==> config.mk <==
export PLATFORM = sky130hd
export DESIGN_NAME = egress_frame_counters
export DESIGN_NICKNAME = d
export VERILOG_FILES = /design/src/egress_pkg.sv /design/src/egress_frame_counters.sv
export SDC_FILE = /design/constraint.sdc
export NUM_CORES = 1
export LEC_CHECK = 0
export BUFFER_PORTS_ARGS = -buffer_cell sky130_fd_sc_hd__buf_2
export CORE_ASPECT_RATIO = 0.5
export CORE_MARGIN = 3
export CORE_UTILIZATION = 30
export DETAILED_ROUTE_END_ITERATION = 10
export HOLD_SLACK_MARGIN = 0.06
export MAX_ROUTING_LAYER = met4
export PLACE_DENSITY = 0.58
export SETUP_SLACK_MARGIN = 0.02
export SLEW_MARGIN = 20
export SYNTH_ARGS = -nofsm -noshare
export SYNTH_HDL_FRONTEND = slang
export SYNTH_SLANG_ARGS = --single-unit
export TNS_END_PERCENT = 100
==> constraint.sdc <==
create_clock -name clk_ifc -period 1.7 [get_ports clk_ifc]
set_clock_uncertainty 0.05 [all_clocks]
set_input_delay 0.255 -clock clk_ifc [delete_from_list [all_inputs] [get_ports clk_ifc]]
set_output_delay 0.255 -clock clk_ifc [all_outputs]
set_load 0.005 [all_outputs]
==> src/egress_pkg.sv <==
////////////////////////////////////////////////////////////
// Egress router sizes, beat structs and demux state type
////////////////////////////////////////////////////////////

`default_nettype none

package egress_pkg;

    ////////////////////////////////////////////////////////////
    // Sizes

    localparam int NUM_PORTS     = 4;
    localparam int PORT_W        = 2;
    localparam int DATA_W        = 32;
    localparam int BUF_DEPTH     = 32;
    localparam int MAX_PKT_WORDS = 8;
    localparam int CNT_W         = 16;

    // Buffer pointer and occupancy widths
    localparam int PTR_W         = $clog2(BUF_DEPTH);
    localparam int OCC_W         = $clog2(BUF_DEPTH + 1);

    // Highest occupancy that still leaves room for a whole packet
    localparam int ROOM_LIMIT    = BUF_DEPTH - MAX_PKT_WORDS;

    ////////////////////////////////////////////////////////////
    // Types

    typedef logic [PORT_W-1:0]    port_idx_t;
    typedef logic [NUM_PORTS-1:0] port_mask_t;
    typedef logic [CNT_W-1:0]     cnt_t;

    // Ingress word, tagged with its destination
    typedef struct packed {
        logic [DATA_W-1:0] data;
        logic              last;
        port_idx_t         port;
    } ingress_beat_t;

    // Word as held and sent by an egress port
    typedef struct packed {
        logic [DATA_W-1:0] data;
        logic              last;
    } port_beat_t;

    typedef enum logic [1:0] {
        ST_HEAD,
        ST_PASS,
        ST_DROP
    } demux_state_t;

endpackage

`default_nettype wire

==> src/egress_frame_counters.sv <==
////////////////////////////////////////////////////////////
// Per-port egress frame and drop counters with clear
////////////////////////////////////////////////////////////

`timescale 1ns/1ps
`default_nettype none

module egress_frame_counters (
    input  logic                   clk_ifc,
    input  logic                   rst_n,
    input  egress_pkg::port_mask_t out_valid,
    input  egress_pkg::port_mask_t out_ready,
    input  egress_pkg::port_mask_t out_last,
    input  egress_pkg::port_mask_t drop_pulse,
    input  egress_pkg::port_mask_t cnt_clear,
    output egress_pkg::cnt_t       frame_cnt [egress_pkg::NUM_PORTS],
    output egress_pkg::cnt_t       drop_cnt  [egress_pkg::NUM_PORTS]
);
    import egress_pkg::*;

    // A frame completes on the handshake carrying last
    port_mask_t frame_done;

    assign frame_done = out_valid & out_ready & out_last;

    always_ff @(posedge clk_ifc) begin
        if (!rst_n) begin
            for (int p = 0; p < NUM_PORTS; p++) begin
                frame_cnt[p] <= '0;
                drop_cnt[p]  <= '0;
            end
        end else begin
            for (int p = 0; p < NUM_PORTS; p++) begin
                // Clear wins over a same-cycle event
                if (cnt_clear[p]) begin
                    frame_cnt[p] <= '0;
                    drop_cnt[p]  <= '0;
                end else begin
                    if (frame_done[p]) begin
                        frame_cnt[p] <= frame_cnt[p] + 1'b1;
                    end
                    if (drop_pulse[p]) begin
                        drop_cnt[p] <= drop_cnt[p] + 1'b1;
                    end
                end
            end
        end
    end

endmodule

`default_nettype wire

Yosys cells after proc, flatten, opt, wreduce, memory -nomap -nowiden
Index checks and enable logic that the tools add are counted.
{"block": "classes", "order_cmp": 0, "n_eq_ne": 0, "reduce_logical": 4, "n_bitwise": 3, "mul": 0, "div": 0, "shift": 0, "mux": 0, "addsub": 8}
{"operator": "16-bit by 1-bit adder with 16-bit output (second input constant)", "count": 8}
{"operator": "4-bit AND", "count": 2}
{"operator": "2-bit OR reduction", "count": 4}
{"operator": "1-bit inverter", "count": 1}
{"block": "word_totals", "reg_bits": 128, "elab_cells": 23, "ram_bits": 0, "memories": 0, "romBits": 0, "out_inout_bits": 128, "in_bits": 22, "latchBits": 0}

Longest topological paths before layout
{"block": "depth", "depth_word": 2, "mapped_depth": 6, "mapped_depth_nobuf": 5}

Least setup slack after synthesis
Ideal clock, no wire load.
{"block": "synth_timing", "path_type": "register to register", "start": "register frame_cnt[16] (netlist bit)", "end": "register frame_cnt[30] (netlist bit)", "n_path_buf": 0, "stages_incl_launch_ff": 6, "synth_period_minus_slack_ns": 1.937, "setup_time_ns": 0.059, "arrival_ns": 1.828, "path_slack_ns": -0.237, "required_time_ns": 1.591, "path_cell_list": "dfxtp_1 > ha_1 > nand4_1 > or4_1 > or4_1 > nand2_1"}
{"block": "synth_between", "elab_chain_len": 1}
{"item": "start, declared", "line_no": "egress_frame_counters.sv:16", "source": "output egress_pkg::cnt_t frame_cnt [egress_pkg::NUM_PORTS],"}
{"item": "start signal, assigned by index", "line_no": "egress_frame_counters.sv:40", "source": "frame_cnt[p] <= frame_cnt[p] + 1'b1;"}
{"item": "16-bit by 1-bit adder with 16-bit output", "line_no": "egress_frame_counters.sv:40"}
No other way between the ends.
A chain may end at the register's enable or synchronous reset.

Worst setup path after layout
Ends and elaborated chain as after synthesis.

==> results.md <==
- Worst VDD drop: roughly 0.60 mV
- Post-route minimum period: around 1700 ps
- Transition time at the pin with the least slew margin: between 400 and 500 ps
- Simple-Gate Fraction of Synth Area: between 20 and 30%
- DR DRC count: 0
- Achievable frequency: around 570 MHz
- Clock slew at reported path FFs: 60 ps
- Setup TNS: -60.5 ps
- Die height: just over 100 um
- WL per Instance: 12.7 um
- Sink count of the clock tree: 128
- Horizontal die dimension: 201 um
- Final clock period utilization by the worst path: 103%
- Total overflow reported by the global router: 0
- Largest net degree at the start of global routing: 26
- Number of antenna repair diodes: 0
- Number of CTS-inserted buffers: 17
- Wire length of the first global-routing pass: ~24000 um
- Worst min-delay path class: in -> reg
- Ratio of cells with drive above 1 in the final layout: approximately 34%
- Via-per-instance ratio: approximately 4.7
- Count of different cell masters after synthesis: 35
- Net count of the mapped netlist: 691
- Cells after Synth: approximately 660
- Synthesized cell area: 0.00569 mm2
- Crit-path max FO: 4
- Number of pins exceeding their max-slew limit in the final report: 0
- Final worst slack: -45.0 ps
- Post-synthesis sequential area ratio: 45.0%
- Largest family of logic cells by synthesized area: simple AND/OR/NAND/NOR gates
- End point of the most critical hold path: frame_cnt[59]
- Endpoint type of the worst setup path: flop
- Critical register-to-register path endpoint: frame_cnt[30]
- Crit path DAT: 2040 ps
- Worst slew margin relative to its limit: between 60 and 70%
- Core Util, Final: between 40 and 50%
- Unrepaired setup endpoints after global routing: true
- Startpoint of the worst hold path: cnt_clear[0]
- Ordered cell list for the critical path: ha_2 > nand4_1 > or4_4 > or4_1 > nand2_1
- Final Setup Violations: 3
- Failing checks: negative setup slack
- Area growth from synthesis to final layout: 41.4%
- Max incr delay on CP: roughly 570 ps
- Outcome: complete, but fails checks
- Number of max-capacitance violations reported: 0
- Net count of the finished layout: 930
- XOR/XNOR Fraction of Synth Area: 11.7%
- DRC violation total after the first TritonRoute iteration: between 100 and 150
- CTS tree: done
- Standby leakage power: ~3.3 nW
- CTS root buf: clkbuf_16
- Areal power density over the cells: approximately 840 mW/mm2
- Syn avg cell area: approximately 8.6 um2
- I/O Pins: 150
- Most common flop cell mapped by yosys: dfxtp_1
- Count of filler cells inserted in the layout: ~1800
- Die outline area: just over 0.02 mm2
- Post-synth top area cell: dfxtp_1
- Total count of hold-check failures in the final report: 0
- HPWL after detailed placement: approximately 11000 um
- Total power consumption of the routed design: 6.79 mW
- Commonest non-fill, non-tap cells in the layout: buf_2 (149), dfxtp_1 (109), nor2_1 (94), buf_4 (93), nand2_1 (47)
- Insertion delay of the later-clocked pin in the worst-skew pair: approximately 400 ps
- EDFF count, synth: 0
- Cell with the largest stage delay on the worst path: or4_4
- R2R cell count: 5
- Leading cell types by total area after synthesis: dfxtp_1 (45%), xnor2_1 (6.3%), nor2_1 (6.2%)
- R2R Path Start: frame_cnt[16]
- Deepest level of the CTS H-tree: 4
- Routed wire length: 14800 um
- #FFs+latches synth: between 100 and 150
- Setup slack of the most critical reg-to-reg path: -50 ps
- Final weighted congestion of routability-driven global placement: about 0.84
- Post-cts hold buffer count: 0
- Total iterations of the first detailed-routing run: 4
- Number of buffers added on ports: between 100 and 150
- Crit Path Category: reg -> reg
- Count of vias placed by the detailed router: between 5000 and 6000
- Area inside the core boundary: about 0.018 mm2
- Required time at the endpoint of the critical path: just under 2000 ps
- Multiplexer share of the synthesized area: around 1.6%
- Std-Cell Rows: 34
- YS warnings: 0
- Initial antenna violation count: 0
- Synth Area in Adders: around 1.8%
- Buffer levels on the longest clock path: 2
- Effective utilization at floorplan: roughly a third
- Remaining number of nets flagged by the antenna check after routing: 0
- Worst Setup Slack post-DPL: -50.7 ps
- Number of global-route vias before repair: ~5000
- Most common library cell in the layout ignoring fill and taps: buf_2
- Proportion of register bits with asynchronous set or reset after synthesis: 0%
- Yosys top cell area share: between 40% and 50%
- Post-synthesis compound-gate area fraction: 8.09%
- Category of the worst setup path launch point: flop
- Total GRT Usage: 14.3%
- Number of stages on the worst hold path: 4
[metrics by stage]
stage	area, um2	hold WS, ps	instances
CTS	7970	90.0	1160
global route	8050	112	1162
detailed placement	7380	425	1130
finish	8050	112	1162
floorplan	5750	353	661
global placement	7380	414	1130
[cells in the mapped netlist (9+ instances only)]
| library cell | count |
|---|---|
| dfxtp_1 | 128 |
| nor2_1 | 94 |
| nand2_1 | 47 |
| xnor2_1 | 41 |
| nand3_1 | 37 |
| nand4_1 | 35 |
| xor2_1 | 35 |
| a21oi_1 | 33 |
| o21ai_0 | 29 |
| or3_1 | 28 |
| inv_1 | 20 |
| nor3_1 | 17 |
| clkbuf_1 | 16 |
| and4_1 | 12 |
| nor4_1 | 11 |
| or4_1 | 10 |
| and3_1 | 9 |
| mux2i_1 | 9 |
[cell families after synthesis]
group	after synthesis
AND/OR/NAND/NOR	317
XOR/XNOR	76
AO/OA/AOI/OAI	81
multiplexers	9
adder cells (fa/ha/maj)	8
buffers and inverters	42
flip-flops	128
[state kept, by name, summed over array words and instances, names as in the netlist]
name	cells
drop_cnt	64
frame_cnt	64
[worst max-delay path by stage]
stage | cells past startpoint | startpoint | to
2_1_floorplan | 5 | frame_cnt[16] | frame_cnt[30]
3_3_place_gp | 5 | frame_cnt[17] | frame_cnt[30]
3_5_place_dp | 5 | frame_cnt[17] | frame_cnt[30]
4_1_cts | 5 | frame_cnt[17] | frame_cnt[30]
5_1_grt | 5 | frame_cnt[17] | frame_cnt[30]
6_report | 5 | frame_cnt[16] | frame_cnt[30]
[per-layer routing]
| layer | track usage [%] | wire, um | up-vias |
|---|---|---|---|
| met5 | - | 0 | - |
| met4 | 3.72 | 55 | 0 |
| met3 | 3.38 | 405 | 6 |
| met2 | 23.5 | 7120 | 65 |
| met1 | 17.9 | 7190 | 2561 |
| li1 | - | - | 2811 |
[area by class of cell]
cell class                 instances  area [um2]  area share, %
sequential                       128        2600           32.3
clock inverter                     5        77.6          0.964
tap                              252         315           3.92
multi-input combinational        491        3040           37.7
clock buffer                      24         503           6.25
inverter                          20        75.1          0.933
timing repair buffer             242        1440           17.9
[worst max-delay path: cells and delay by family (launching register included)]
kind,cells,cell delay [ps]
adders and majority gates,1,160
DFF,1,330
and+or+nand+nor,4,1160
[where the power goes]
part	internal [mW]	switching, mW	total [mW]
registers	3.00	0.0107	3.02
logic	0.0687	0.108	0.177
clock network	2.34	1.26	3.60
[repair_timing]
item | in CTS | in global routing
buffers inserted | 1 | 2
setup endpoints to repair | 5 | 17
pin swaps | 3 | 12
gates resized for setup | 0 | 21
No activity file was read; power rests on OpenSTA's default activity.
