`src/egress_pkg.sv`:
```
////////////////////////////////////////////////////////////
// Egress router sizes, beat structs and demux state type
////////////////////////////////////////////////////////////

`default_nettype none

package egress_pkg;

    ////////////////////////////////////////////////////////////
    // Sizes

    localparam int NUM_PORTS     = 4;
    localparam int PORT_W        = 2;
    localparam int DATA_W        = 32;
    localparam int BUF_DEPTH     = 32;
    localparam int MAX_PKT_WORDS = 8;
    localparam int CNT_W         = 16;

    // Buffer pointer and occupancy widths
    localparam int PTR_W         = $clog2(BUF_DEPTH);
    localparam int OCC_W         = $clog2(BUF_DEPTH + 1);

    // Highest occupancy that still leaves room for a whole packet
    localparam int ROOM_LIMIT    = BUF_DEPTH - MAX_PKT_WORDS;

    ////////////////////////////////////////////////////////////
    // Types

    typedef logic [PORT_W-1:0]    port_idx_t;
    typedef logic [NUM_PORTS-1:0] port_mask_t;
    typedef logic [CNT_W-1:0]     cnt_t;

    // Ingress word, tagged with its destination
    typedef struct packed {
        logic [DATA_W-1:0] data;
        logic              last;
        port_idx_t         port;
    } ingress_beat_t;

    // Word as held and sent by an egress port
    typedef struct packed {
        logic [DATA_W-1:0] data;
        logic              last;
    } port_beat_t;

    typedef enum logic [1:0] {
        ST_HEAD,
        ST_PASS,
        ST_DROP
    } demux_state_t;

endpackage

`default_nettype wire

```
`src/egress_port_buffer.sv`:
```
////////////////////////////////////////////////////////////
// Per-port word FIFO with room flag and output stream
////////////////////////////////////////////////////////////

`timescale 1ns/1ps
`default_nettype none

module egress_port_buffer (
    input  logic                   clk_ifc,
    input  logic                   rst_n,
    input  logic                   wr_en,
    input  egress_pkg::port_beat_t wr_beat,
    output logic                   room,
    output logic                   out_valid,
    input  logic                   out_ready,
    output egress_pkg::port_beat_t out_beat
);
    import egress_pkg::*;

    port_beat_t       mem [BUF_DEPTH];
    logic [PTR_W-1:0] wr_ptr;
    logic [PTR_W-1:0] rd_ptr;
    // Words held in total, memory plus output register
    logic [OCC_W-1:0] occ;
    logic             pop;
    logic             mem_avail;
    logic             load;

    assign pop       = out_valid & out_ready;
    assign mem_avail = (occ != OCC_W'(out_valid));
    assign load      = mem_avail & (~out_valid | pop);

    // Word on wr_en is counted too, it lands next edge
    assign room = (occ + OCC_W'(wr_en)) <= OCC_W'(ROOM_LIMIT);

    ////////////////////////////////////////////////////////////
    // Storage

    always_ff @(posedge clk_ifc) begin
        if (wr_en) begin
            mem[wr_ptr] <= wr_beat;
        end
    end

    always_ff @(posedge clk_ifc) begin
        if (load) begin
            out_beat <= mem[rd_ptr];
        end
    end

    ////////////////////////////////////////////////////////////
    // Pointers, occupancy and output valid

    always_ff @(posedge clk_ifc) begin
        if (!rst_n) begin
            wr_ptr    <= '0;
            rd_ptr    <= '0;
            occ       <= '0;
            out_valid <= 1'b0;
        end else begin
            if (wr_en) begin
                wr_ptr <= wr_ptr + 1'b1;
            end
            if (load) begin
                rd_ptr    <= rd_ptr + 1'b1;
                out_valid <= 1'b1;
            end else if (pop) begin
                out_valid <= 1'b0;
            end
            occ <= occ + OCC_W'(wr_en) - OCC_W'(pop);
        end
    end

    // Room check in the demux must keep writes off a full buffer
    a_no_write_full: assert property (
        @(posedge clk_ifc) disable iff (!rst_n)
        wr_en |-> (occ < OCC_W'(BUF_DEPTH))
    );

endmodule

`default_nettype wire

```
`config.mk`:
```
export PLATFORM = sky130hd
export DESIGN_NAME = egress_port_buffer
export DESIGN_NICKNAME = d
export VERILOG_FILES = /design/src/egress_pkg.sv /design/src/egress_port_buffer.sv
export SDC_FILE = /design/constraint.sdc
export NUM_CORES = 1
export LEC_CHECK = 0
export ABC_AREA = 0
export BUFFER_PORTS_ARGS = -buffer_cell sky130_fd_sc_hd__buf_2
export CORE_UTILIZATION = 55
export CTS_BUF_LIST = sky130_fd_sc_hd__clkbuf_8 sky130_fd_sc_hd__clkbuf_16
export CTS_CLUSTER_DIAMETER = 40
export CTS_CLUSTER_SIZE = 28
export DETAILED_ROUTE_END_ITERATION = 12
export PLACE_DENSITY = 0.77
export SETUP_SLACK_MARGIN = 0.15
export SYNTH_ARGS = -nofsm -noshare
export SYNTH_HDL_FRONTEND = slang
export SYNTH_SLANG_ARGS = --single-unit
```
`constraint.sdc`:
```
create_clock -name clk_ifc -period 5.7 [get_ports clk_ifc]
set_input_delay 1.14 -clock clk_ifc [delete_from_list [all_inputs] [get_ports clk_ifc]]
set_output_delay 1.14 -clock clk_ifc [all_outputs]
set_load 0.01 [all_outputs]
```
### Word level (Yosys, flattened, before mapping)

Memories as Yosys holds them, arrays and structs flattened. A register that Yosys moved wholly into a read port is not among the register bits.
Cells that the tools add are included.

| word-level totals | value |
|---|---|
| bits of input ports | 37 |
| memories kept | 1 |
| output and inout port bits | 35 |
| flip-flop bits (word level) | 17 |
| word-level logic and storage cells | 20 |
| memory bits (writable) | 1056 |

Memory list:

| memory | depth | bits a word | read ports | clocked after Yosys merged registers in | write ports | RTL line | RTL |
|---|---|---|---|---|---|---|---|
| mem | 32 | 33 | 1 | 1 | 1 | egress_port_buffer.sv:20 | `port_beat_t mem [BUF_DEPTH];` |

| cells by class | value |
|---|---|
| add/subtract/negate cells | 4 |
| reduce and logical (&&, ||, !) cells | 1 |
| multiplexer cells | 4 |
| eq/ne operators | 1 |
| order comparisons | 1 |
| bitwise logic cells | 4 |

Operator list:

| operator | count |
|---|---|
| $add 5x1->5 const B | 2 |
| $add 6x1->6 | 1 |
| $le 6x5->1 const B | 1 |
| $ne 6x1->1 | 1 |
| $sub 6x1->6 | 1 |
| $mux 1 | 4 |
| $and 1x1->1 | 2 |
| $reduce_bool 2->1 | 1 |
| $not 1->1 | 1 |
| $or 1x1->1 | 1 |

### Longest topological paths before layout

| depth | value |
|---|---|
| word-level depth | 4 |
| gate-level depth with buffers | 9 |
| mapped depth without buffers | 7 |

### Least setup slack after synthesis

Ideal clock, no wire load.

| path | value |
|---|---|
| path kind | input to register |
| start | input wr_en |
| end | memory mem[3][0] (netlist bit) (enable) |
| buffers on the path | 1 |
| library setup time | 0.506 ns |
| arrival time | 4.752 ns |
| setup slack | 0.442 ns |
| required time | 5.194 ns |
| stages | 3 |
| cells stage by stage | clkbuf_1 -> nand2_1 -> nor4_1 |

| between the ends | value |
|---|---|
| word-level cells in the longest chain between the ends | 2 |

RTL lines:

| what | RTL line | RTL |
|---|---|---|
| start, declared | egress_port_buffer.sv:11 | `input logic wr_en,` |
| $mux 1 | egress_port_buffer.sv:40 | `if (wr_en) begin` |
| $mux 1 (implied by the code) | egress_port_buffer.sv:41 | `mem[wr_ptr] <= wr_beat;` |
| end, declared | egress_port_buffer.sv:20 |  |

Every way passes these cells.

### Worst setup path in the final report

| path | value |
|---|---|
| start | input wr_en |
| end | output room |

| between the ends | value |
|---|---|
| word-level cells in the longest chain between the ends | 2 |

RTL lines:

| what | RTL line | RTL |
|---|---|---|
| $add 6x1->6 | egress_port_buffer.sv:34 | `assign room = (occ + OCC_W'(wr_en)) <= OCC_W'(ROOM_LIMIT);` |
| $le 6x5->1 | egress_port_buffer.sv:34 |  |
| end, declared | egress_port_buffer.sv:13 | `output logic room,` |

Every way passes these cells.

==> results.txt <==
The run finished with clean final reports. The sequential element share of the synthesized area is roughly 79%. The number of synthesized register bits is 1,106. The compound-gate portion of the synthesized area came out at about 4%. The maximum fanout along the worst path came out at 11. At the worst endpoint, the required time is 4.56 ns. In this run the worst setup path begins at wr_en. The uppermost layer routed is met4. The aggregate global routing overflow is 0. After synthesis, the share of flip-flops with an asynchronous set or reset is 0%.

The tree is rooted in a clkbuf_16. The path class of the tightest hold or removal check is flop to flop. The number of hold violations in the final report came out at 0. The number of hold-repair buffers added at the cts stage came out at 0.

The startpoint of the worst-slack reg-to-reg timing path is wr_ptr[4]. Before antenna repair, the detailed router went through 5 iterations. The met3 wirelength from detailed routing is approximately 9000 um. Measured along the y axis, the die boundary spans 278 um. The placed wire-length estimate came out at approximately 50,000 um.

The die covers between 70,000 and 80,000 um2. The number of clock buffers added by TritonCTS is between 100 and 150. The critical setup path kind is input port to output port. The number of global-route vias before repair is ~22,000. The proportion of synthesized area in mux cells came out at 13.8%.

The dominant synthesized flop cell is edfxtp_1. The floorplan step set the die width to approximately 280 um. The main combinational cell family by area after synthesis is multiplexers. The worst IR drop on VDD is between 200 and 300 uV. For the final routed database, the setup TNS stands at 0 ns. The startpoint type of the worst setup path is an input port. The post-synthesis share of cell area spent on full adders, half adders and majority gates is less than 1%. The core box area is about 75,000 um2. On the final layout, the worst clock skew is between 0.015 and 0.02 ns.

Summing every instance area after synthesis gives approximately 42,000 um2. The starting density of the core is a little under three fifths. The total of warnings raised by yosys came out at 0. Max-cap violations in this run came to 0.

The synthesized netlist devotes 0.272% of its cell area to XOR and XNOR gates. The maximum number of pins on one net before global-route repair is 89. In the post-synthesis netlist, the biggest area contributors are edfxtp_1 (78%), mux4_2 (11%), mux2i_1 (3.2%).

Input and output buffers added on the ports amount to slightly above 70. The number of nets produced by synthesis is 1,959. Global routing used between 20 and 30% of the available tracks.

The analysis attributes to cell leakage a power of 14.9 nW. The initial antenna violation count came out at 1. The worst-case headroom to the max-slew limit came out at roughly 9%. The detailed-route wire length on metal 1 came out at 36,200 um.

Using the TritonRoute via totals, the vias-per-cell ratio works out to 6.61. Setup repair after global routing left no endpoint under its margin. The fmax came out at about 260 MHz. The post-cts gate resize count came out at 0. The final critical path takes up 67.2% of the cycle.

The maximum count of clock buffers along a single path is 3. The via count is ~21,000. The clock tree synthesis step divided the H-tree into 3 levels. The number of antenna-violating nets in the routed design came out at 0. The clock latency on the worst-skew pair came out at roughly 0.69 ns. The arrival time of the worst setup path is approximately 2.7 ns. The number of pins with negative max-slew slack in the final report came out at 0. The remaining design rule violation count is 0.

Setup violations remaining at the end of the flow were counted as 0. TritonCTS built the clock tree. The floorplan has 100 rows. The DRC marker count from the first detailed-route iteration is approximately 2,600. The total routed wirelength is 97,800 um. Summed over all nets, wire length on met2 after detailed routing comes to about 49,000 um. The setup fix buffers added after clock tree synthesis came out at 0. The final routed wire length divided by cell count is ~31 um. Counting cells, the worst reg-to-reg path comes to 4.

The clock transition at the registers of the reported paths is around 0.06 ns. The share of synthesized area in the top cell type comes to 78.0%. Dividing total power by cell area gives a power density of about 420 nW/um2. The final period demand of the worst path came out at roughly 3.8 ns.

The worst hold path begins at wr_ptr[1]. At the end of the flow, the number of nets in the layout was around 2,100. The growth of design area from synthesis to finish is 13.9%. The weighted congestion at the end of routability-driven global placement came out at ~0.79. The number of distinct library cells after synthesis came out at 40. STA classifies the critical path endpoint as an output port. The worst hold path was traced through 2 stages. The post-synthesis share of cell area spent on and, or, nand and nor gates came out at under 10%.

The clock sink count came out at 1,106. The first global-routing pass estimated ~140,000 um of wire. The slew at the pin closest to its max-slew limit is between 1 and 1.5 ns. The proportion of layout cells with a drive suffix above 1 came out at between 20 and 30%. The post-synthesis average cell area came out at roughly 22 um2. Pin placement for this block handled 72 I/O pins.

The cell taking the most area after synthesis is edfxtp_1. The number of cells produced by synthesis came out at ~1,900. The overall power after layout is 20.2 mW.

In this run, synthesis inferred 1,089 flip-flops with an integrated enable.
[synthesized netlist by cell type, types with 3 or more instances]
cell,n
nor2_1,37
o221ai_1,33
xor2_1,6
buf_1,6
buf_4,11
nor3_1,13
buf_6,24
nand3_1,10
a31oi_1,3
a211oi_1,33
inv_1,9
edfxtp_1,1089
o22ai_1,32
a21oi_1,35
mux4_2,197
clkbuf_1,36
nor2b_1,3
buf_2,33
nand2_1,12
ha_1,10
nand2b_1,3
dfxtp_1,17
mux2i_1,134
xnor2_1,7
a22oi_1,96
[worst max-delay path, cell delays in order]
cell and delay (ns):
buf_2 0.19, ha_1 0.23, ha_1 0.21, xor2_1 0.30, inv_1 0.11, a311oi_1 0.30, nor2_1 0.06, buf_2 0.14
[logic make-up after synthesis]
| logic type | count (synthesis) |
|---|---|
| XOR/XNOR | 13 |
| AND/OR/NAND/NOR | 91 |
| AO/OA/AOI/OAI | 240 |
| adder cells (fa/ha/maj) | 10 |
| multiplexers | 333 |
| buffers and inverters | 119 |
| flip-flops | 1106 |
[cell usage in the layout, fill, tap and decap left out, types with 17 or more instances in the layout]
master	n
buf_4	48
clkbuf_16	120
a22oi_1	96
a21oi_1	35
a211oi_1	33
mux2i_1	134
nor2_1	17
o22ai_1	32
nor2_4	20
edfxtp_1	1089
o221ai_1	33
clkinvlp_4	19
inv_6	20
buf_2	71
mux4_2	197
[worst paths after layout]
kind | endpoint | slack (ns)
setup / recovery | room | 1.87
setup reg to reg | mem[20][11] | 2.43
hold / removal | wr_ptr[1] | 0.58
hold reg to reg | wr_ptr[1] | 0.58
[registers in the layout, summed over array words and instances, names as in the netlist]
name,flops
mem,1056
wr_ptr,5
occ,6
out_beat,33
rd_ptr,5
out_valid,1
[report_power, final]
part	switching (mW)	internal (mW)	leakage, nW
clock network	3.42	4.65	2.00
registers	0.226	9.22	9.98
logic	1.46	1.24	2.93
total	5.11	15.1	14.9
[metrics by stage]
| stage | hold WS [ns] | instances | utilization [%] | setup slack, ns | cell area, um2 |
|---|---|---|---|---|---|
| finish | 0.576 | 3121 | 63.7 | 1.87 | 47800 |
| global route | 0.600 | 3120 | 63.7 | 1.73 | 47800 |
| CTS | 0.575 | 3119 | 63.7 | 1.88 | 47800 |
| detailed placement | 0.562 | 2896 | 58.1 | 1.89 | 43600 |
| global placement | 0.548 | 2896 | 58.1 | 1.88 | 43600 |
| floorplan | 0.522 | 1912 | - | 0.442 | 41900 |
[layout make-up]
cell class / count / area [um2]
Sequential cell: 1106 / 33100
Fill cell: 4664 / 27200
Multi-Input combinational cell: 687 / 8420
Clock buffer: 120 / 3000
Tap cell: 969 / 1210
Clock inverter: 103 / 1200
Timing Repair Buffer: 125 / 836
Inverter: 9 / 33.8
Antenna cell: 2 / 5.00
[per-layer routing]
metal,GRT usage [%],vias to the layer above
li1,-,8409
met1,34.4,10700
met2,42.4,1226
met3,4.93,236
met4,10.3,0
met5,0,-
(Power assumes the default switching activity.)
