`src/egress_pkg.sv`:
```
////////////////////////////////////////////////////////////
// Egress router sizes, beat structs and demux state type
////////////////////////////////////////////////////////////

`default_nettype none

package egress_pkg;

    ////////////////////////////////////////////////////////////
    // Sizes

    localparam int NUM_PORTS     = 4;
    localparam int PORT_W        = 2;
    localparam int DATA_W        = 32;
    localparam int BUF_DEPTH     = 32;
    localparam int MAX_PKT_WORDS = 8;
    localparam int CNT_W         = 16;

    // Buffer pointer and occupancy widths
    localparam int PTR_W         = $clog2(BUF_DEPTH);
    localparam int OCC_W         = $clog2(BUF_DEPTH + 1);

    // Highest occupancy that still leaves room for a whole packet
    localparam int ROOM_LIMIT    = BUF_DEPTH - MAX_PKT_WORDS;

    ////////////////////////////////////////////////////////////
    // Types

    typedef logic [PORT_W-1:0]    port_idx_t;
    typedef logic [NUM_PORTS-1:0] port_mask_t;
    typedef logic [CNT_W-1:0]     cnt_t;

    // Ingress word, tagged with its destination
    typedef struct packed {
        logic [DATA_W-1:0] data;
        logic              last;
        port_idx_t         port;
    } ingress_beat_t;

    // Word as held and sent by an egress port
    typedef struct packed {
        logic [DATA_W-1:0] data;
        logic              last;
    } port_beat_t;

    typedef enum logic [1:0] {
        ST_HEAD,
        ST_PASS,
        ST_DROP
    } demux_state_t;

endpackage

`default_nettype wire

```
`src/egress_demux.sv`:
```
////////////////////////////////////////////////////////////
// Ingress demux: per-packet port choice and drop decision
////////////////////////////////////////////////////////////

`timescale 1ns/1ps
`default_nettype none

module egress_demux (
    input  logic                      clk_ifc,
    input  logic                      rst_n,
    input  egress_pkg::ingress_beat_t in_beat,
    input  logic                      in_valid,
    output logic                      in_ready,
    input  egress_pkg::port_mask_t    port_enable,
    input  egress_pkg::port_mask_t    buf_room,
    output egress_pkg::port_mask_t    wr_en,
    output egress_pkg::port_beat_t    wr_beat,
    output egress_pkg::port_mask_t    drop_pulse
);
    import egress_pkg::*;

    demux_state_t state;
    port_idx_t    cur_port;
    logic         accept;
    logic         head_ok;
    port_mask_t   head_sel;
    port_mask_t   pass_sel;

    assign accept   = in_valid & in_ready;
    assign head_sel = port_mask_t'(1) << in_beat.port;
    assign pass_sel = port_mask_t'(1) << cur_port;

    // Target must be enabled and able to take a full-size packet
    assign head_ok  = port_enable[in_beat.port] & buf_room[in_beat.port];

    ////////////////////////////////////////////////////////////
    // Packet FSM and write strobes

    always_ff @(posedge clk_ifc) begin
        if (!rst_n) begin
            state      <= ST_HEAD;
            cur_port   <= '0;
            in_ready   <= 1'b0;
            wr_en      <= '0;
            drop_pulse <= '0;
        end else begin
            // Never back-pressures, unwanted packets are absorbed
            in_ready   <= 1'b1;
            wr_en      <= '0;
            drop_pulse <= '0;
            if (accept) begin
                unique case (state)
                    ST_HEAD: begin
                        cur_port <= in_beat.port;
                        if (head_ok) begin
                            wr_en <= head_sel;
                            if (!in_beat.last) begin
                                state <= ST_PASS;
                            end
                        end else begin
                            drop_pulse <= head_sel;
                            if (!in_beat.last) begin
                                state <= ST_DROP;
                            end
                        end
                    end
                    ST_PASS: begin
                        // Stays on the port chosen at the head word
                        wr_en <= pass_sel;
                        if (in_beat.last) begin
                            state <= ST_HEAD;
                        end
                    end
                    ST_DROP: begin
                        if (in_beat.last) begin
                            state <= ST_HEAD;
                        end
                    end
                    default: begin
                        state <= ST_HEAD;
                    end
                endcase
            end
        end
    end

    // Word toward the buffers, qualified by wr_en
    always_ff @(posedge clk_ifc) begin
        if (accept) begin
            wr_beat <= '{data: in_beat.data, last: in_beat.last};
        end
    end

    ////////////////////////////////////////////////////////////
    // Checks

    a_no_write_in_drop: assert property (
        @(posedge clk_ifc) disable iff (!rst_n)
        (state == ST_DROP) |-> (wr_en == '0)
    );

    a_wr_en_onehot0: assert property (
        @(posedge clk_ifc) disable iff (!rst_n)
        $onehot0(wr_en)
    );

endmodule

`default_nettype wire

```
`config.mk`:
```
export PLATFORM = sky130hd
export DESIGN_NAME = egress_demux
export DESIGN_NICKNAME = d
export VERILOG_FILES = /design/src/egress_pkg.sv /design/src/egress_demux.sv
export SDC_FILE = /design/constraint.sdc
export NUM_CORES = 1
export LEC_CHECK = 0
export BUFFER_PORTS_ARGS = -buffer_cell sky130_fd_sc_hd__buf_4
export CAP_MARGIN = 15
export CORE_MARGIN = 2
export CORE_UTILIZATION = 39
export DETAILED_ROUTE_END_ITERATION = 8
export PLACE_DENSITY_LB_ADDON = 0.1
export SLEW_MARGIN = 15
export SYNTH_ARGS = -nofsm -noshare
export SYNTH_HDL_FRONTEND = slang
export SYNTH_SLANG_ARGS = --single-unit
```
`constraint.sdc`:
```
create_clock -name clk_ifc -period 1.72 [get_ports clk_ifc]
set_input_delay 0.258 -clock clk_ifc [delete_from_list [all_inputs] [get_ports clk_ifc]]
set_output_delay 0.258 -clock clk_ifc [all_outputs]
set_load 0.02 [all_outputs]
```
# After elaboration in Yosys (flattened, before gate mapping)

Index checks and enable logic that the tools add are counted.

Register bits after elaboration: 46
Logic and storage cells: 37

Magnitude comparators: 1
Eq/ne operators: 4
Shifts and indexed selects: 2
Mux-type cells: 12
Bitwise logic cells: 5
Reduce and logical (&&, ||, !) cells: 6

Operator list:

| kind                                                  | count |
|---|---|
| two-way mux 2 bit                                     | 4 |
| case mux 4 bit (2 select lines)                       | 1 |
| left shift 1 x 2 -> 4 bit, first input constant       | 2 |
| binary-select mux 1 bit (select 2 bit)                | 2 |
| two-way mux 4 bit                                     | 1 |
| case mux 2 bit (2 select lines)                       | 1 |
| AND reduction 2 bit                                   | 2 |
| OR reduction 4 bit                                    | 1 |
| < comparator 2 x 3 -> 1 bit, second input constant    | 1 |
| two-way mux 1 bit                                     | 3 |
| NOT 1 bit                                             | 3 |
| AND reduction 3 bit                                   | 1 |
| bitwise AND 1 bit                                     | 2 |
| equality test 2 x 1 -> 1 bit, second input constant   | 1 |
| equality test 2 bit, second input constant            | 1 |
| logical NOT 2 bit                                     | 1 |
| inequality test 2 x 1 -> 1 bit, second input constant | 1 |
| inequality test 2 bit, second input constant          | 1 |
| OR reduction 2 bit                                    | 1 |

# Longest topological paths before layout

Depth after elaboration: 5
Gate-level depth with buffers: 5

# Worst setup path before layout

No wires, ideal clock.

Path kind: register -> register
From: reg in_ready
To: reg state[1]
Library setup time: 118 ps
Arrival time: 1,890 ps
Slack: -288 ps
Stages on the path, launching flop included: 4
Period minus slack after synthesis: 2,008 ps
Cells stage by stage: dfxtp_1 -> and2_1 -> a21boi_0 -> a32o_1

Word-level cells in the longest chain between the ends: 2

Ends and longest elaborated chain:

| element                       | line               | source |
|---|---|---|
| start, declared               | egress_demux.sv:13 | `output logic in_ready,` |
| start signal, assigned        | egress_demux.sv:43 | `in_ready <= 1'b0;` |
| start signal, assigned        | egress_demux.sv:48 | `in_ready <= 1'b1;` |
| bitwise AND 1 bit             | egress_demux.sv:29 | `assign accept = in_valid & in_ready;` |
| named net accept              | egress_demux.sv:24 | `logic accept;` |
| AND reduction 3 bit (no line) | --                 |  |
| end signal, assigned          | egress_demux.sv:41 | `state <= ST_HEAD;` |
| end signal, assigned          | egress_demux.sv:58 | `state <= ST_PASS;` |
| end signal, assigned          | egress_demux.sv:63 | `state <= ST_DROP;` |
| end, declared                 | egress_demux.sv:22 | `demux_state_t state;` |

The timed path passes the listed nets, and every way through them passes these cells.
A chain may end at the register's enable or synchronous reset.

# Worst setup path after layout

From: reg state[0]
To: reg state[0]

Word-level cells in the longest chain between the ends: 4
Elaborated cells between the ends (all ways): 8

Ends and longest elaborated chain:

| element                                                             | line               | source |
|---|---|---|
| equality test 2 bit or equality test 2 x 1 -> 1 bit (tied branches) | egress_demux.sv:52 | `unique case (state)` |
| OR reduction 2 bit (no line)                                        | --                 |  |
| inequality test 2 x 1 -> 1 bit (no line)                            | --                 |  |
| AND reduction 3 bit (no line)                                       | --                 |  |

Parallel ways exist; a longest one is shown, timed or not.

==> run metrics <==
initial antenna violation count 0; Max-Cap Viols 0; adder-cell share of the synthesized area 1.604%; cts bufs inserted 5; total number of clock tree sinks 46; number of core rows 22; largest net degree at the start of global routing 36; post-DR vias/cell 4.598; post-synthesis instance area 1560 um^2; Relative slew margins 75.63%; critical path type register to register; number of buffer and inverter stages on the critical path 1; Hold Crit Class primary input to register; Vias 1076; synthesized instance count 91; CP Depth 5; count of final setup violators 0; reg2reg end state[0]; # Post-CTS Setup Buffers 0; setup repair after global routing missed its margin no; kind of cell with the highest combined delay on the critical path simple AND/OR/NAND/NOR gates; die extent in x 67.25 um; layout cell share with drive strength beyond 1 51.61%; Routability Congestion 0.8484; type of element launching the critical path register; leading register cell type out of synthesis edfxtp_1; DIE AREA 4523 um^2; status complete, no violations; area fraction in and, or, nand and nor cells after synthesis 9.302%; Cell Chain, Critical Path inv_1, ha_1, nor4bb_1, nand2_1, o2bb2ai_1; post-layout net count 233; average footprint of a synthesized cell 17.15 um^2; root cell of the clock tree clkbuf_8; insertion delay of the later-clocked pin in the worst-skew pair 0.29 ns; Diodes inserted 0; share of the yosys chip area belonging to registers 80.19%; Setup crit end kind register; startpoint of the lowest-slack hold path rst_n; number of detailed-routing iterations run before antenna repair 4; Routed Wire Length 3202 um; final-layout worst hold slack 0.1029 ns; number of enable-type register cells in the synthesized netlist 33; Total GRT Usage 14.39%; number of warnings reported in the yosys synthesis log 0; fraction of the mapped netlist area in compound gates 4.090%; number of global-route vias before repair 1000; count of cells resized by post-cts repair 0; slack of the worst reg-to-reg path 0.32 ns; static leakage power 1.004 nW; worst hold path cell count 1; clock slew at reported path FFs 0.08 ns; first-pass GRT wire length 4602 um; DRC 0; dominant combinational cell family by area after synthesis simple AND/OR/NAND/NOR gates; CTS H-tree lvls 2; R2R Path Start state[0]; deepest clock path buffer count 2; pwr dens 940.3 nW/um^2; Final Total Pwr 2.247 mW; share of flip-flops with an asynchronous set or reset after synthesis 0%; Period minus WS final 1.401 ns; count of pins on the block boundary 88; critical path required time 1.94 ns; fmax 713.6 MHz; arrival time of the worst setup path 1.62 ns; final number of max-transition violations 0; synth-to-layout area growth 53.17%; Detailed Place HPWL 2534 um; number of fill cells in the layout 316; WHS Endpoint in_ready; delay of the slowest cell on the worst path 0.38 ns; Hold Vio Cnt, Final 0; xor/xnor cell area share of the yosys netlist 0%; Die Y-Extent 67.25 um; post-synth net total 139; cell type of the slowest stage on the worst timing path nor4bb_1; portion of netlist area occupied by mux cells 3.368%; Final period util 81.47%; post-route setup TNS 0 ns; clock tree from TritonCTS done; count of unique library cells instantiated by Yosys 24; initial drt markers 61; Initial Utilization 41.68%; highest ir drop seen on vdd 0.5791 mV; Clock Skew 0.006607 ns; FF+latch count, synth 46; grt total ovfl 0; cell depth of the worst flop-to-flop path 5; core region area 3744 um^2; actual slew at the worst max-slew pin 0.3606 ns; hold buffer count at CTS 0; count of buffers from port buffering 87; critical path peak fanout 3; post-detailed-route count of antenna-violating nets 0; average detailed-routed wire length per instance 13.68 um
==> cell usage after synthesis (2+ instances only) <==
library cell	n	share of area [%]
nand3_1	3	0.96
inv_1	3	0.72
nor2b_1	2	0.80
o32a_1	2	1.3
dfxtp_1	13	17
nor4b_1	2	1.1
nor3_1	2	0.64
nand2b_1	2	0.80
edfxtp_1	33	64
nor2_1	2	0.48
or3_1	2	0.80
nand2_1	9	2.2
a21oi_1	2	0.64
ha_1	2	1.6
mux2i_1	3	1.9
==> metrics by stage <==
step / cell area, um^2 / utilization (%) / setup WS, ns / instances
detailed placement: 2283 / 61.00 / 0.3179 / 226
floorplan: 1562 / - / 0.1193 / 91
CTS: 2390 / 63.84 / 0.3047 / 234
global route: 2390 / 63.84 / 0.1813 / 234
global placement: 2283 / 61.00 / 0.4206 / 226
finish: 2390 / 63.84 / 0.3187 / 234
==> where the power goes <==
group          leakage (nW)  internal [mW]  total (mW)  switching (mW)
clock                0.0528          0.429       0.751           0.323
sequential            0.415           1.23        1.25          0.0140
combinational         0.536          0.133       0.250           0.117
total                  1.00           1.79        2.25           0.453
==> cells by family after synthesis <==
kind of cell	after synthesis
muxes	4
adders and majority gates	2
and+or+nand+nor	27
buffers and inverters	4
DFF	46
AOI/OAI and AO/OA	8
==> worst max-delay path by stage <==
stage,end,start,slack (ns)
final,state[0],state[0],0.32
after global routing,state[0],state[0],0.18
after CTS,state[0],state[0],0.30
after detailed placement,state[0],state[0],0.32
after global placement,state[1],in_beat[1],0.42
after floorplan,state[1],in_ready,0.12
==> cell usage in the layout, fill, tap and decap left out <==
cell       netlist  layout
nand3b_1         1       1
o21bai_1         1       1
nor4b_1          2       2
nand2b_1         2       2
dfxtp_1         13      13
mux2i_1          3       3
clkinv_1         0       1
inv_1            3       3
nand2_1          9       9
edfxtp_1        33      33
bufinv_16        0       1
a32o_1           1       1
o2bb2ai_1        1       1
nor2b_1          2       2
nand3_1          3       3
a21oi_1          2       2
nor3_1           2       2
nor4bb_1         1       1
buf_12           0       1
o32a_1           2       2
buf_4            0      87
a21boi_0         1       1
clkbuf_8         0       5
ha_1             2       2
and2_2           0       1
or3_1            2       2
mux4_2           1       1
nor2_1           2       2
clkbuf_1         0       1
==> per-layer routing <==
| layer | GRT usage (%) | up-vias | wire length [um] |
|---|---|---|---|
| met3 | 6.500 | 5 | 310 |
| met1 | 14.46 | 498 | 1104 |
| met5 | 0 | - | 0 |
| met2 | 25.62 | 46 | 1743 |
| met4 | 6.122 | 0 | 44 |
| li1 | - | 527 | - |
==> sequential cells by signal (all words and copies together) (netlist names) <==
| name | cells |
|---|---|
| cur_port | 2 |
| drop_pulse | 4 |
| in_ready | 1 |
| state | 2 |
| wr_beat | 33 |
| wr_en | 4 |
==> worst register-to-register path, stage by stage (launching register included) <==
cell and delay (ns):
dfxtp_1 0.37, inv_1 0.05, ha_1 0.30, nor4bb_1 0.39
nand2_1 0.10, o2bb2ai_1 0.13
==> area by class of cell <==
| cell class | count | area (um^2) | area share (%) |
|---|---|---|---|
| clock buffers | 6 | 72.57 | 3.037 |
| clock inverters | 2 | 33.78 | 1.414 |
| inverters | 3 | 11.26 | 0.4712 |
| multi-input cells | 41 | 287.8 | 12.04 |
| flip-flops and latches | 46 | 1251 | 52.36 |
| well taps | 48 | 60.06 | 2.513 |
| repair buffers | 88 | 673.1 | 28.17 |
Note: power is estimated with default switching activity, not from simulation.
